File: src/common/sd_host_defs.svh
`ifndef SD_HOST_DEFS_SVH
`define SD_HOST_DEFS_SVH

// --------------------------------------------------
// host controller register map offsets
// --------------------------------------------------
`define SD_REG_ADMA_ADDR        12'h058  // adma system address low word
`define SD_REG_BLK_COUNT        12'h006
`define SD_REG_ARGUMENT         12'h008
`define SD_REG_TF_MODE          12'h00C
`define SD_REG_COMMAND          12'h00E
`define SD_REG_RESPONSE         12'h010  // r1 card status lands here
`define SD_REG_INT_STAT         12'h030  // normal interrupt status

// command register fields
`define SD_CMD_WRITE_SINGLE     24
`define SD_CMD_WRITE_MULTI      25
`define SD_CMD_IDX_LSB          8
`define SD_CMD_IDX_W            6
`define SD_CMD_DATA_PRESENT_BIT 5
`define SD_CMD_RESP_48_BIT      1        // response type 48 bit

// status and mode bit positions
`define SD_TF_MODE_MULTI_BIT    5
`define SD_STAT_CMD_DONE_BIT    0
`define SD_STAT_TF_DONE_BIT     1
`define SD_RESP_READY_BIT       8        // ready for data in card status

`define SD_ADMA_DESCR_ADDR      1        // first descriptor line

// --------------------------------------------------
// widths and timer counts
// --------------------------------------------------
`define SD_REG_IDX_W            12
`define SD_REG_DATA_W           32
`define SD_REG_ATTR_W           3
`define SD_BLK_COUNT_W          16
`define SD_TF_MODE_W            16
`define SD_REG_GAP_CYCLES       4        // settle time after each access
`define SD_GAP_TIMER_W          3
`define SD_POLL_TIMER_W         26
`define SD_POLL_TIMEOUT_CYCLES  50000000 // 1 s at 50 MHz

`endif

File: src/common/sd_reg_pkg.sv
`include "sd_host_defs.svh"

// register map access between the sequencer and the host controller
package sd_reg_pkg;

	// --------------------------------------------------
	// plain field widths
	// --------------------------------------------------
	typedef logic [`SD_REG_IDX_W-1:0]  reg_index_t;  // byte offset in the map
	typedef logic [`SD_REG_DATA_W-1:0] reg_data_t;   // one register word
	typedef logic [`SD_REG_ATTR_W-1:0] reg_attr_t;   // how the write lands

	// write attributes understood by the register map
	typedef enum reg_attr_t {
		REG_ATTR_NORMAL = 3'd0,  // plain overwrite
		REG_ATTR_RW1C   = 3'd3   // ones clear, zeros keep
	} reg_attr_e;

	// one write request, strobe qualifies the other fields
	typedef struct packed {
		logic       strobe;
		reg_index_t index;
		reg_data_t  data;
		reg_attr_t  attr;
	} reg_wr_t;

endpackage

File: src/common/adma_xfer_pkg.sv
`include "sd_host_defs.svh"

// transfer setup and sequencer states
package adma_xfer_pkg;

	typedef logic [`SD_BLK_COUNT_W-1:0] blk_count_t;
	typedef logic [`SD_TF_MODE_W-1:0]   tf_mode_t;  // bit 5 selects multi block

	// held stable by the host for the whole transfer
	typedef struct packed {
		blk_count_t            blk_count;
		sd_reg_pkg::reg_data_t argument;   // card data address
		tf_mode_t              tf_mode;
	} xfer_req_t;

	// --------------------------------------------------
	// sequencer states
	// --------------------------------------------------
	typedef enum logic [4:0] {
		ST_IDLE,
		ST_WR_ADMA_ADDR,   // setup writes
		ST_WR_BLK_COUNT,
		ST_WR_ARGUMENT,
		ST_WR_TF_MODE,
		ST_WR_COMMAND,     // kicks off the sd command
		ST_GAP_WAIT,       // shared wait, leaves to ret_state
		ST_CMD_POLL_RD,
		ST_CMD_POLL,
		ST_CLR_CMD_DONE,
		ST_RESP_RD,
		ST_RESP_CHECK,
		ST_FIFO_START,
		ST_FIFO_WAIT,      // no timeout here
		ST_ADMA_START,
		ST_TF_POLL,
		ST_CLR_TF_DONE,
		ST_END
	} seq_state_e;

endpackage

File: src/hw/event_timer.sv
// one-shot delay, done fires COUNT cycles after the last start
module event_timer #(
	parameter int WIDTH = 8,
	parameter int COUNT = 4
) (
	input  logic clk,
	input  logic reset,
	input  logic start_strb,
	output logic done
);

	logic [WIDTH-1:0] cnt;    // cycles left
	logic             armed;

	// armed from start until done
	always_ff @(posedge clk) begin
		if (reset)
			armed <= 1'b0;
		else if (start_strb)
			armed <= 1'b1;  // restart wins over done
		else if (done)
			armed <= 1'b0;
	end

	// counter only matters while armed
	always_ff @(posedge clk) begin
		if (start_strb)
			cnt <= WIDTH'(COUNT - 1);
		else if (armed && (cnt != '0))
			cnt <= cnt - 1'b1;
	end

	assign done = armed && (cnt == '0);

endmodule

File: src/hw/adma_seq/status_capture.sv
`include "sd_host_defs.svh"

// turns the register read-back word into the flags the sequencer polls
module status_capture (
	input  logic                  clk,
	input  logic                  reset,
	input  sd_reg_pkg::reg_data_t rd_data,
	input  logic                  tf_poll,
	output logic                  cmd_done,
	output logic                  card_ready,
	output logic                  tf_done
);

	logic tf_stat;    // bit 1 seen during the transfer poll
	logic tf_stat_d;  // one cycle late, for the edge

	// --------------------------------------------------
	// level flags, one register stage behind rd_data
	// --------------------------------------------------
	// only meaningful while the matching index is on rd_index
	always_ff @(posedge clk) begin
		if (reset) begin
			cmd_done   <= 1'b0;
			card_ready <= 1'b0;
		end else begin
			cmd_done   <= rd_data[`SD_STAT_CMD_DONE_BIT];  // int stat bit 0
			card_ready <= rd_data[`SD_RESP_READY_BIT];     // r1 ready for data
		end
	end

	// --------------------------------------------------
	// transfer complete
	// --------------------------------------------------
	always_ff @(posedge clk) begin
		if (reset) begin
			tf_stat   <= 1'b0;
			tf_stat_d <= 1'b0;
			tf_done   <= 1'b0;
		end else begin
			tf_stat   <= tf_poll & rd_data[`SD_STAT_TF_DONE_BIT];  // zero outside the poll
			tf_stat_d <= tf_stat;
			tf_done   <= tf_stat & ~tf_stat_d;  // single pulse on the rise
		end
	end

endmodule

File: src/hw/adma_seq/adma_seq_fsm.sv
`include "sd_host_defs.svh"

// steps the host controller through one adma write transfer
module adma_seq_fsm (
	input  logic                    clk,
	input  logic                    reset,
	input  logic                    start_xfer_strb,
	input  adma_xfer_pkg::xfer_req_t xfer_req,
	input  logic                    fifo_rdy_strb,
	input  logic                    gap_done,
	input  logic                    poll_timeout,
	input  logic                    cmd_done,
	input  logic                    card_ready,
	input  logic                    tf_done,
	output sd_reg_pkg::reg_wr_t     reg_wr,
	output sd_reg_pkg::reg_index_t  rd_index,
	output logic                    rd_strb,
	output logic                    tf_poll,
	output logic                    wr_descr_table_strb,
	output logic                    strt_fifo_strb,
	output logic                    strt_adma_strb,
	output logic                    xfer_busy
);
	import sd_reg_pkg::*;
	import adma_xfer_pkg::*;

	seq_state_e                state;
	seq_state_e                ret_state;  // where the gap wait goes next
	logic [`SD_CMD_IDX_W-1:0]  cmd_idx;
	reg_data_t                 cmd_word;

	// build one strobed write request
	function automatic reg_wr_t wr_req(reg_index_t idx, reg_data_t data, reg_attr_t attr);
		reg_wr_t req;
		req.strobe = 1'b1;
		req.index  = idx;
		req.data   = data;
		req.attr   = attr;
		return req;
	endfunction

	// --------------------------------------------------
	// command word, cmd24 or cmd25 with data and r1
	// --------------------------------------------------
	always_comb begin
		if (xfer_req.tf_mode[`SD_TF_MODE_MULTI_BIT])
			cmd_idx = `SD_CMD_IDX_W'(`SD_CMD_WRITE_MULTI);
		else
			cmd_idx = `SD_CMD_IDX_W'(`SD_CMD_WRITE_SINGLE);
		cmd_word = '0;
		cmd_word[`SD_CMD_IDX_LSB +: `SD_CMD_IDX_W] = cmd_idx;
		cmd_word[`SD_CMD_DATA_PRESENT_BIT] = 1'b1;
		cmd_word[`SD_CMD_RESP_48_BIT] = 1'b1;
	end

	assign tf_poll = (state == ST_TF_POLL);  // status_capture samples bit 1 only here

	// --------------------------------------------------
	// sequencer
	// --------------------------------------------------
	always_ff @(posedge clk) begin
		if (reset) begin
			state               <= ST_IDLE;
			ret_state           <= ST_IDLE;
			reg_wr.strobe       <= 1'b0;  // fields keep whatever they had
			rd_index            <= '0;
			rd_strb             <= 1'b0;
			wr_descr_table_strb <= 1'b0;
			strt_fifo_strb      <= 1'b0;
			strt_adma_strb      <= 1'b0;
			xfer_busy           <= 1'b0;
		end else begin
			// strobes last one cycle
			reg_wr.strobe       <= 1'b0;
			rd_strb             <= 1'b0;
			wr_descr_table_strb <= 1'b0;
			strt_fifo_strb      <= 1'b0;
			strt_adma_strb      <= 1'b0;

			case (state)
				ST_IDLE: begin
					if (start_xfer_strb) begin
						wr_descr_table_strb <= 1'b1;  // descriptor table build
						xfer_busy           <= 1'b1;
						state               <= ST_WR_ADMA_ADDR;
					end
				end
				ST_WR_ADMA_ADDR: begin
					reg_wr    <= wr_req(`SD_REG_ADMA_ADDR, `SD_ADMA_DESCR_ADDR, REG_ATTR_NORMAL);
					ret_state <= ST_WR_BLK_COUNT;
					state     <= ST_GAP_WAIT;
				end
				ST_WR_BLK_COUNT: begin
					reg_wr    <= wr_req(`SD_REG_BLK_COUNT, reg_data_t'(xfer_req.blk_count),
						REG_ATTR_NORMAL);
					ret_state <= ST_WR_ARGUMENT;
					state     <= ST_GAP_WAIT;
				end
				ST_WR_ARGUMENT: begin
					reg_wr    <= wr_req(`SD_REG_ARGUMENT, xfer_req.argument, REG_ATTR_NORMAL);
					ret_state <= ST_WR_TF_MODE;
					state     <= ST_GAP_WAIT;
				end
				ST_WR_TF_MODE: begin
					reg_wr    <= wr_req(`SD_REG_TF_MODE, reg_data_t'(xfer_req.tf_mode),
						REG_ATTR_NORMAL);
					ret_state <= ST_WR_COMMAND;
					state     <= ST_GAP_WAIT;
				end
				ST_WR_COMMAND: begin
					reg_wr    <= wr_req(`SD_REG_COMMAND, cmd_word, REG_ATTR_NORMAL);
					ret_state <= ST_CMD_POLL_RD;
					state     <= ST_GAP_WAIT;
				end
				ST_GAP_WAIT: begin
					if (gap_done)
						state <= ret_state;
				end

				// command complete
				ST_CMD_POLL_RD: begin
					rd_index  <= `SD_REG_INT_STAT;  // held through the poll
					rd_strb   <= 1'b1;              // also restarts the timeout
					ret_state <= ST_CMD_POLL;
					state     <= ST_GAP_WAIT;       // let rd_data settle first
				end
				ST_CMD_POLL: begin
					if (cmd_done)
						state <= ST_CLR_CMD_DONE;
					else if (poll_timeout)
						state <= ST_END;  // no response from the card
				end
				ST_CLR_CMD_DONE: begin
					reg_wr    <= wr_req(`SD_REG_INT_STAT, reg_data_t'(1) << `SD_STAT_CMD_DONE_BIT,
						REG_ATTR_RW1C);
					ret_state <= ST_RESP_RD;
					state     <= ST_GAP_WAIT;
				end
				ST_RESP_RD: begin
					rd_index  <= `SD_REG_RESPONSE;
					rd_strb   <= 1'b1;
					ret_state <= ST_RESP_CHECK;
					state     <= ST_GAP_WAIT;
				end
				ST_RESP_CHECK: begin
					if (card_ready) begin
						state <= ST_FIFO_START;
					end else begin
						xfer_busy <= 1'b0;  // card busy, give up quietly
						state     <= ST_IDLE;
					end
				end

				// data phase
				ST_FIFO_START: begin
					strt_fifo_strb <= 1'b1;  // fill the tx fifo first
					state          <= ST_FIFO_WAIT;
				end
				ST_FIFO_WAIT: begin
					if (fifo_rdy_strb)
						state <= ST_ADMA_START;
				end
				ST_ADMA_START: begin
					strt_adma_strb <= 1'b1;
					rd_index       <= `SD_REG_INT_STAT;
					rd_strb        <= 1'b1;
					ret_state      <= ST_TF_POLL;
					state          <= ST_GAP_WAIT;
				end
				ST_TF_POLL: begin
					if (tf_done)
						state <= ST_CLR_TF_DONE;
					else if (poll_timeout)
						state <= ST_END;
				end
				ST_CLR_TF_DONE: begin
					reg_wr    <= wr_req(`SD_REG_INT_STAT, reg_data_t'(1) << `SD_STAT_TF_DONE_BIT,
						REG_ATTR_RW1C);
					ret_state <= ST_END;
					state     <= ST_GAP_WAIT;
				end
				ST_END: begin
					xfer_busy <= 1'b0;
					state     <= ST_IDLE;
				end
				default: begin
					xfer_busy <= 1'b0;  // unused code, recover
					state     <= ST_IDLE;
				end
			endcase
		end
	end

endmodule

File: src/hw/data_tf_adma.sv
`include "sd_host_defs.svh"

// adma write transfer sequencer, top level
module data_tf_adma (
	input  logic                     clk,
	input  logic                     reset,
	input  logic                     start_xfer_strb,
	input  adma_xfer_pkg::xfer_req_t xfer_req,
	input  sd_reg_pkg::reg_data_t    rd_data,
	input  logic                     fifo_rdy_strb,
	output sd_reg_pkg::reg_wr_t      reg_wr,
	output sd_reg_pkg::reg_index_t   rd_index,
	output logic                     wr_descr_table_strb,
	output logic                     strt_fifo_strb,
	output logic                     strt_adma_strb,
	output logic                     xfer_busy
);

	logic rd_strb;       // a poll or read begins
	logic tf_poll;
	logic cmd_done;
	logic card_ready;
	logic tf_done;
	logic gap_done;      // settle time after any access is over
	logic poll_timeout;

	adma_seq_fsm adma_seq_fsm_i (
		.clk                 (clk),
		.reset               (reset),
		.start_xfer_strb     (start_xfer_strb),
		.xfer_req            (xfer_req),
		.fifo_rdy_strb       (fifo_rdy_strb),
		.gap_done            (gap_done),
		.poll_timeout        (poll_timeout),
		.cmd_done            (cmd_done),
		.card_ready          (card_ready),
		.tf_done             (tf_done),
		.reg_wr              (reg_wr),
		.rd_index            (rd_index),
		.rd_strb             (rd_strb),
		.tf_poll             (tf_poll),
		.wr_descr_table_strb (wr_descr_table_strb),
		.strt_fifo_strb      (strt_fifo_strb),
		.strt_adma_strb      (strt_adma_strb),
		.xfer_busy           (xfer_busy)
	);

	status_capture status_capture_i (
		.clk        (clk),
		.reset      (reset),
		.rd_data    (rd_data),
		.tf_poll    (tf_poll),
		.cmd_done   (cmd_done),
		.card_ready (card_ready),
		.tf_done    (tf_done)
	);

	// --------------------------------------------------
	// timers
	// --------------------------------------------------
	event_timer #(
		.WIDTH (`SD_GAP_TIMER_W),
		.COUNT (`SD_REG_GAP_CYCLES)
	) gap_timer_i (
		.clk        (clk),
		.reset      (reset),
		.start_strb (rd_strb | reg_wr.strobe),  // every register access
		.done       (gap_done)
	);

	event_timer #(
		.WIDTH (`SD_POLL_TIMER_W),
		.COUNT (`SD_POLL_TIMEOUT_CYCLES)
	) timeout_timer_i (
		.clk        (clk),
		.reset      (reset),
		.start_strb (rd_strb),
		.done       (poll_timeout)
	);

endmodule

File: config.mk
export PLATFORM = sky130hd
export DESIGN_NAME = data_tf_adma
export DESIGN_NICKNAME = d
export VERILOG_FILES = /design/src/common/sd_reg_pkg.sv /design/src/common/adma_xfer_pkg.sv /design/src/hw/event_timer.sv /design/src/hw/adma_seq/status_capture.sv /design/src/hw/adma_seq/adma_seq_fsm.sv /design/src/hw/data_tf_adma.sv
export VERILOG_INCLUDE_DIRS = /design/src /design/src/common
export SDC_FILE = /design/constraint.sdc
export NUM_CORES = 1
export LEC_CHECK = 0
export BUFFER_PORTS_ARGS = -buffer_cell sky130_fd_sc_hd__buf_4
export CELL_PAD_IN_SITES_DETAIL_PLACEMENT = 0
export CELL_PAD_IN_SITES_GLOBAL_PLACEMENT = 1
export CORE_ASPECT_RATIO = 1.4
export CORE_MARGIN = 2
export CORE_UTILIZATION = 40
export CTS_CLUSTER_SIZE = 20
export DETAILED_ROUTE_END_ITERATION = 7
export GPL_ROUTABILITY_DRIVEN = 0
export GPL_TIMING_DRIVEN = 1
export MAX_ROUTING_LAYER = met4
export PLACE_DENSITY_LB_ADDON = 0.1
export SLEW_MARGIN = 25
export SYNTH_ARGS = -nofsm -noshare
export SYNTH_HDL_FRONTEND = slang
export SYNTH_HIERARCHICAL = 1
export SYNTH_SLANG_ARGS = --single-unit
export TNS_END_PERCENT = 10
File: constraint.sdc
create_clock -name clk -period 6.1 [get_ports clk]
set_input_delay 0.305 -clock clk [delete_from_list [all_inputs] [get_ports clk]]
set_output_delay 0.305 -clock clk [all_outputs]
set_load 0.1 [all_outputs]
==> report_table.html <==
<table>
<tr><th>Metric</th><th>Value</th></tr>
<tr><th colspan="2">Timing</th></tr>
<tr><td>Final Max Slew Viols</td><td>0</td></tr>
<tr><td>RSZ-0062 raised after global routing</td><td>no</td></tr>
<tr><td>Max frequency</td><td>314.2 MHz</td></tr>
<tr><td>Min cycle time layout</td><td>3.182 ns</td></tr>
<tr><td>Largest clock skew in the final design</td><td>0.006080 ns</td></tr>
<tr><td>Max-slew headroom</td><td>0.3181</td></tr>
<tr><td>Number of endpoints with negative hold slack in the final report</td><td>0</td></tr>
<tr><td>Actual transition at the worst max-transition pin</td><td>1.017 ns</td></tr>
<tr><td>Setup Total Neg Slack</td><td>0 ns</td></tr>
<tr><td>Smallest hold slack</td><td>0.1849 ns</td></tr>
<tr><td>Total of endpoints with negative setup slack in the final report</td><td>0</td></tr>
<tr><td>Final Cycle Share</td><td>0.5217</td></tr>
<tr><th colspan="2">Worst setup path</th></tr>
<tr><td>Crit. End Element</td><td>flip-flop</td></tr>
<tr><td>Class of the most critical setup path</td><td>flip-flop to flip-flop</td></tr>
<tr><td>Critical path arrival</td><td>3.40 ns</td></tr>
<tr><td>Required time of the critical path</td><td>6.32 ns</td></tr>
<tr><td>CP max stage cell</td><td>nor4_1</td></tr>
<tr><td>CP max stage delay</td><td>0.80 ns</td></tr>
<tr><td>Cell occurring most often along the worst timing path</td><td>nor4_1</td></tr>
<tr><td>Bufs and invs on worst path</td><td>1</td></tr>
<tr><td>Cell family with most CP delay</td><td>simple AND/OR/NAND/NOR gates</td></tr>
<tr><td>CP max FO</td><td>5</td></tr>
<tr><td>Critical path startpoint category</td><td>flip-flop</td></tr>
<tr><td>Series of cell instances along the critical path</td><td>inv_1, ha_1, nor4b_1, nand4_1, nor4_1, nor4_1, a311oi_1, a221oi_2</td></tr>
<tr><th colspan="2">Placement</th></tr>
<tr><td>IO Port Bufs</td><td>117</td></tr>
<tr><td>Dpl hpwl</td><td>8869 um</td></tr>
<tr><td>Post-place instance area</td><td>5634 um2</td></tr>
<tr><th colspan="2">Global route</th></tr>
<tr><td>Vias in the first global route</td><td>3828</td></tr>
<tr><td>Initial antenna violation count</td><td>0</td></tr>
<tr><td>Global-route wire length before repair</td><td>19250 um</td></tr>
<tr><td>Combined global-route utilization of all metal layers</td><td>0.1994</td></tr>
<tr><td>Total grt overflow</td><td>0</td></tr>
<tr><td>Largest net degree at the start of global routing</td><td>34</td></tr>
<tr><th colspan="2">Synthesis</th></tr>
<tr><td>Multiplexer share of the synthesized area</td><td>0.01267</td></tr>
<tr><td>Adder and majority gate portion of the synthesized area</td><td>0.007922</td></tr>
<tr><td>Synth Area in Compound Gates</td><td>0.1674</td></tr>
<tr><td>Mapped cell area</td><td>4738 um2</td></tr>
<tr><td>Area share of the leading cell type in the synthesized netlist</td><td>0.2408</td></tr>
<tr><td>Count of distinct cell types in the synthesized netlist</td><td>69</td></tr>
<tr><td>Number of enable-type register cells in the synthesized netlist</td><td>38</td></tr>
<tr><td>Top cell types by occurrence after synthesis</td><td>dfxtp_1 (54), nand2_1 (39), edfxtp_1 (38)</td></tr>
<tr><td>Register area share after synthesis</td><td>0.4690</td></tr>
<tr><td>Syn Inst Count</td><td>495</td></tr>
<tr><td>Synth Register Bits</td><td>92</td></tr>
<tr><td>Async S/R FF share, synth</td><td>0</td></tr>
<tr><td>Largest family of logic cells by synthesized area</td><td>simple AND/OR/NAND/NOR gates</td></tr>
<tr><td>Post-synthesis xor/xnor area fraction</td><td>0.005545</td></tr>
<tr><td>Largest area contributor in the synthesized netlist</td><td>edfxtp_1</td></tr>
<tr><td>Primary FF master, synth</td><td>dfxtp_1</td></tr>
<tr><td>Cell with the most instances after synthesis</td><td>dfxtp_1</td></tr>
<tr><td>Main area contributors after synthesis</td><td>edfxtp_1 (24%), dfxtp_1 (23%), nand2_1 (3.1%)</td></tr>
<tr><td>Simple-gate area share of the yosys netlist</td><td>0.2598</td></tr>
<tr><td>Total number of yosys warnings</td><td>6</td></tr>
<tr><td>Post-synthesis area per instance</td><td>9.572 um2</td></tr>
<tr><th colspan="2">Finish</th></tr>
<tr><td>Count of nets after finishing</td><td>700</td></tr>
<tr><td>Share of layout cells above drive strength 1</td><td>0.2824</td></tr>
<tr><td>Final design area excluding fillers</td><td>5974 um2</td></tr>
<tr><td>Signed area change from the synthesized netlist to the final layout</td><td>26.09%</td></tr>
<tr><td>Number of diodes</td><td>0</td></tr>
<tr><th colspan="2">Die</th></tr>
<tr><td>Height of the die</td><td>132.8 um</td></tr>
<tr><td>Floorplan die area</td><td>12740 um2</td></tr>
<tr><td>I/O pin count</td><td>164</td></tr>
<tr><td>Placeable core region</td><td>11700 um2</td></tr>
<tr><td>Overall die width</td><td>95.99 um</td></tr>
<tr><td>Initial core utilization</td><td>0.4049</td></tr>
<tr><td>Number of placement rows</td><td>47</td></tr>
<tr><th colspan="2">Power</th></tr>
<tr><td>Worst supply voltage drop on vdd</td><td>0.0002239 V</td></tr>
<tr><td>Leakage dissipation</td><td>2.436 nW</td></tr>
<tr><td>Power per Cell Area</td><td>542.7 nW/um2</td></tr>
<tr><th colspan="2">Drt</th></tr>
<tr><td>Detailed-router iteration count before antenna repair</td><td>5</td></tr>
<tr><td>Final Routed Wirelength</td><td>12170 um</td></tr>
<tr><td>Total via count in the routed design</td><td>4017</td></tr>
<tr><td>Average wire per cell in the routed design</td><td>16.24 um</td></tr>
<tr><td>DRC violation count after routing</td><td>0</td></tr>
<tr><td>Final antenna-violating net count</td><td>0</td></tr>
<tr><td>Detail-routed via count per cell</td><td>5.363</td></tr>
<tr><td>Starting DRC count in detailed routing</td><td>196</td></tr>
<tr><th colspan="2">CTS</th></tr>
<tr><td>Clock root buffer master</td><td>clkbuf_16</td></tr>
<tr><td>Clock-pin slew of the registers on the worst-case setup and hold paths</td><td>0.06 ns</td></tr>
<tr><td>Total clock buffers created by CTS</td><td>9</td></tr>
<tr><td>Sinks on the clock net</td><td>92</td></tr>
<tr><td>H-tree depth</td><td>3</td></tr>
<tr><td>Number of buffers inserted by hold repair at cts</td><td>0</td></tr>
<tr><td>Bufs on Longest Clock Path</td><td>2</td></tr>
<tr><td>Clock insertion delay at the later pin of the skew report</td><td>0.34 ns</td></tr>
<tr><td>CTS tree</td><td>built</td></tr>
<tr><td>Post-CTS setup buffers</td><td>0</td></tr>
<tr><td>Post-cts resize count</td><td>0</td></tr>
<tr><th colspan="2">Worst hold path</th></tr>
<tr><td>Hold/Removal Path Class</td><td>input pin to flip-flop</td></tr>
<tr><th colspan="2">Run</th></tr>
<tr><td>Number of maximum-capacitance violations</td><td>0</td></tr>
<tr><th colspan="2">Outcome</th></tr>
<tr><td>Result of the run</td><td>finished, final reports clean</td></tr>
</table>
[placed cells by master (no fill, tap or decap), drive strengths merged, types with 9 or more instances in the layout]
master	netlist	final
clkbuf	10	9
inv	15	15
nor3	21	21
a22oi	15	15
nand2b	10	10
o21ai	18	18
edfxtp	38	38
nand2	39	39
dfxtp	54	54
a21oi	28	28
nor4	10	10
nor2b	10	10
nand3	13	13
or4	12	12
buf	38	123
and2	17	17
o31ai	16	16
conb	1	17
or3	17	17
nor2	30	30
[state kept, by name, indices dropped and copies added (netlist names)]
signal and flops:
adma_seq_fsm_i/rd_strb 1, adma_seq_fsm_i/reg_wr 39, adma_seq_fsm_i/wr_descr_table_strb 1, timeout_timer_i/armed 1, adma_seq_fsm_i/state 5, status_capture_i/tf_stat 1
status_capture_i/tf_done 1, adma_seq_fsm_i/xfer_busy 1, timeout_timer_i/cnt 26, adma_seq_fsm_i/rd_index 2, gap_timer_i/armed 1, status_capture_i/card_ready 1
adma_seq_fsm_i/strt_adma_strb 1, adma_seq_fsm_i/ret_state 5, adma_seq_fsm_i/strt_fifo_strb 1, status_capture_i/tf_stat_d 1, gap_timer_i/cnt 3, status_capture_i/cmd_done 1
[power by group]
group	switching (mW)	total, mW	internal (mW)
logic	1.24	1.63	0.398
clock network	0.233	0.631	0.398
registers	0.115	0.977	0.862
[final timing paths]
| path | start | to | slack (ns) | cells past startpoint |
|---|---|---|---|---|
| min reg2reg | status_capture_i/tf_stat_d | status_capture_i/tf_done | 0.40 | 1 |
| max reg2reg | timeout_timer_i/cnt[0] | adma_seq_fsm_i/state[1] | 2.92 | 8 |
| min | rd_data[0] | status_capture_i/cmd_done | 0.18 | 2 |
| max | timeout_timer_i/cnt[0] | adma_seq_fsm_i/state[1] | 2.92 | 8 |
[logic make-up (layout without fill, tap and decap cells)]
family / after synthesis / in the layout
AND/OR/NAND/NOR: 213 / 213
AO/OA/AOI/OAI: 114 / 114
flip-flops: 92 / 92
buffers and inverters: 63 / 154
multiplexers: 6 / 6
adder cells (fa/ha/maj): 3 / 3
XOR/XNOR: 3 / 3
other: 1 / 17
[per-stage QoR]
step / power, mW / worst slack [ns] / utilization / cells
detailed placement: 2.634 / 2.989 / 0.4815 / 733
CTS: 3.271 / 2.987 / 0.5105 / 749
global route: 3.411 / 2.628 / 0.5105 / 749
finish: 3.243 / 2.918 / 0.5105 / 749
global placement: 2.591 / 3.051 / 0.4783 / 732
floorplan: 2.295 / 3.010 / - / 511
[layout make-up]
type                    count  area (um2)
fillers                  1122        5728
multi-input cells         356        2228
flip-flops and latches     92        2222
repair buffers            123       943.4
clock buffers               9       225.2
well taps                 147       183.9
clock inverters             7       115.1
inverters                  15       56.30
[layer usage]
layer,share of wire,track usage,routed length [um],vias to the layer above
met5,0,-,0,-
li1,-,-,-,2005
met3,0.041,0.03588,499,19
met4,0.022,0.07778,269,0
met1,0.39,0.2209,4797,1889
met2,0.54,0.3465,6600,104
No activity file was read; power rests on OpenSTA's default activity.
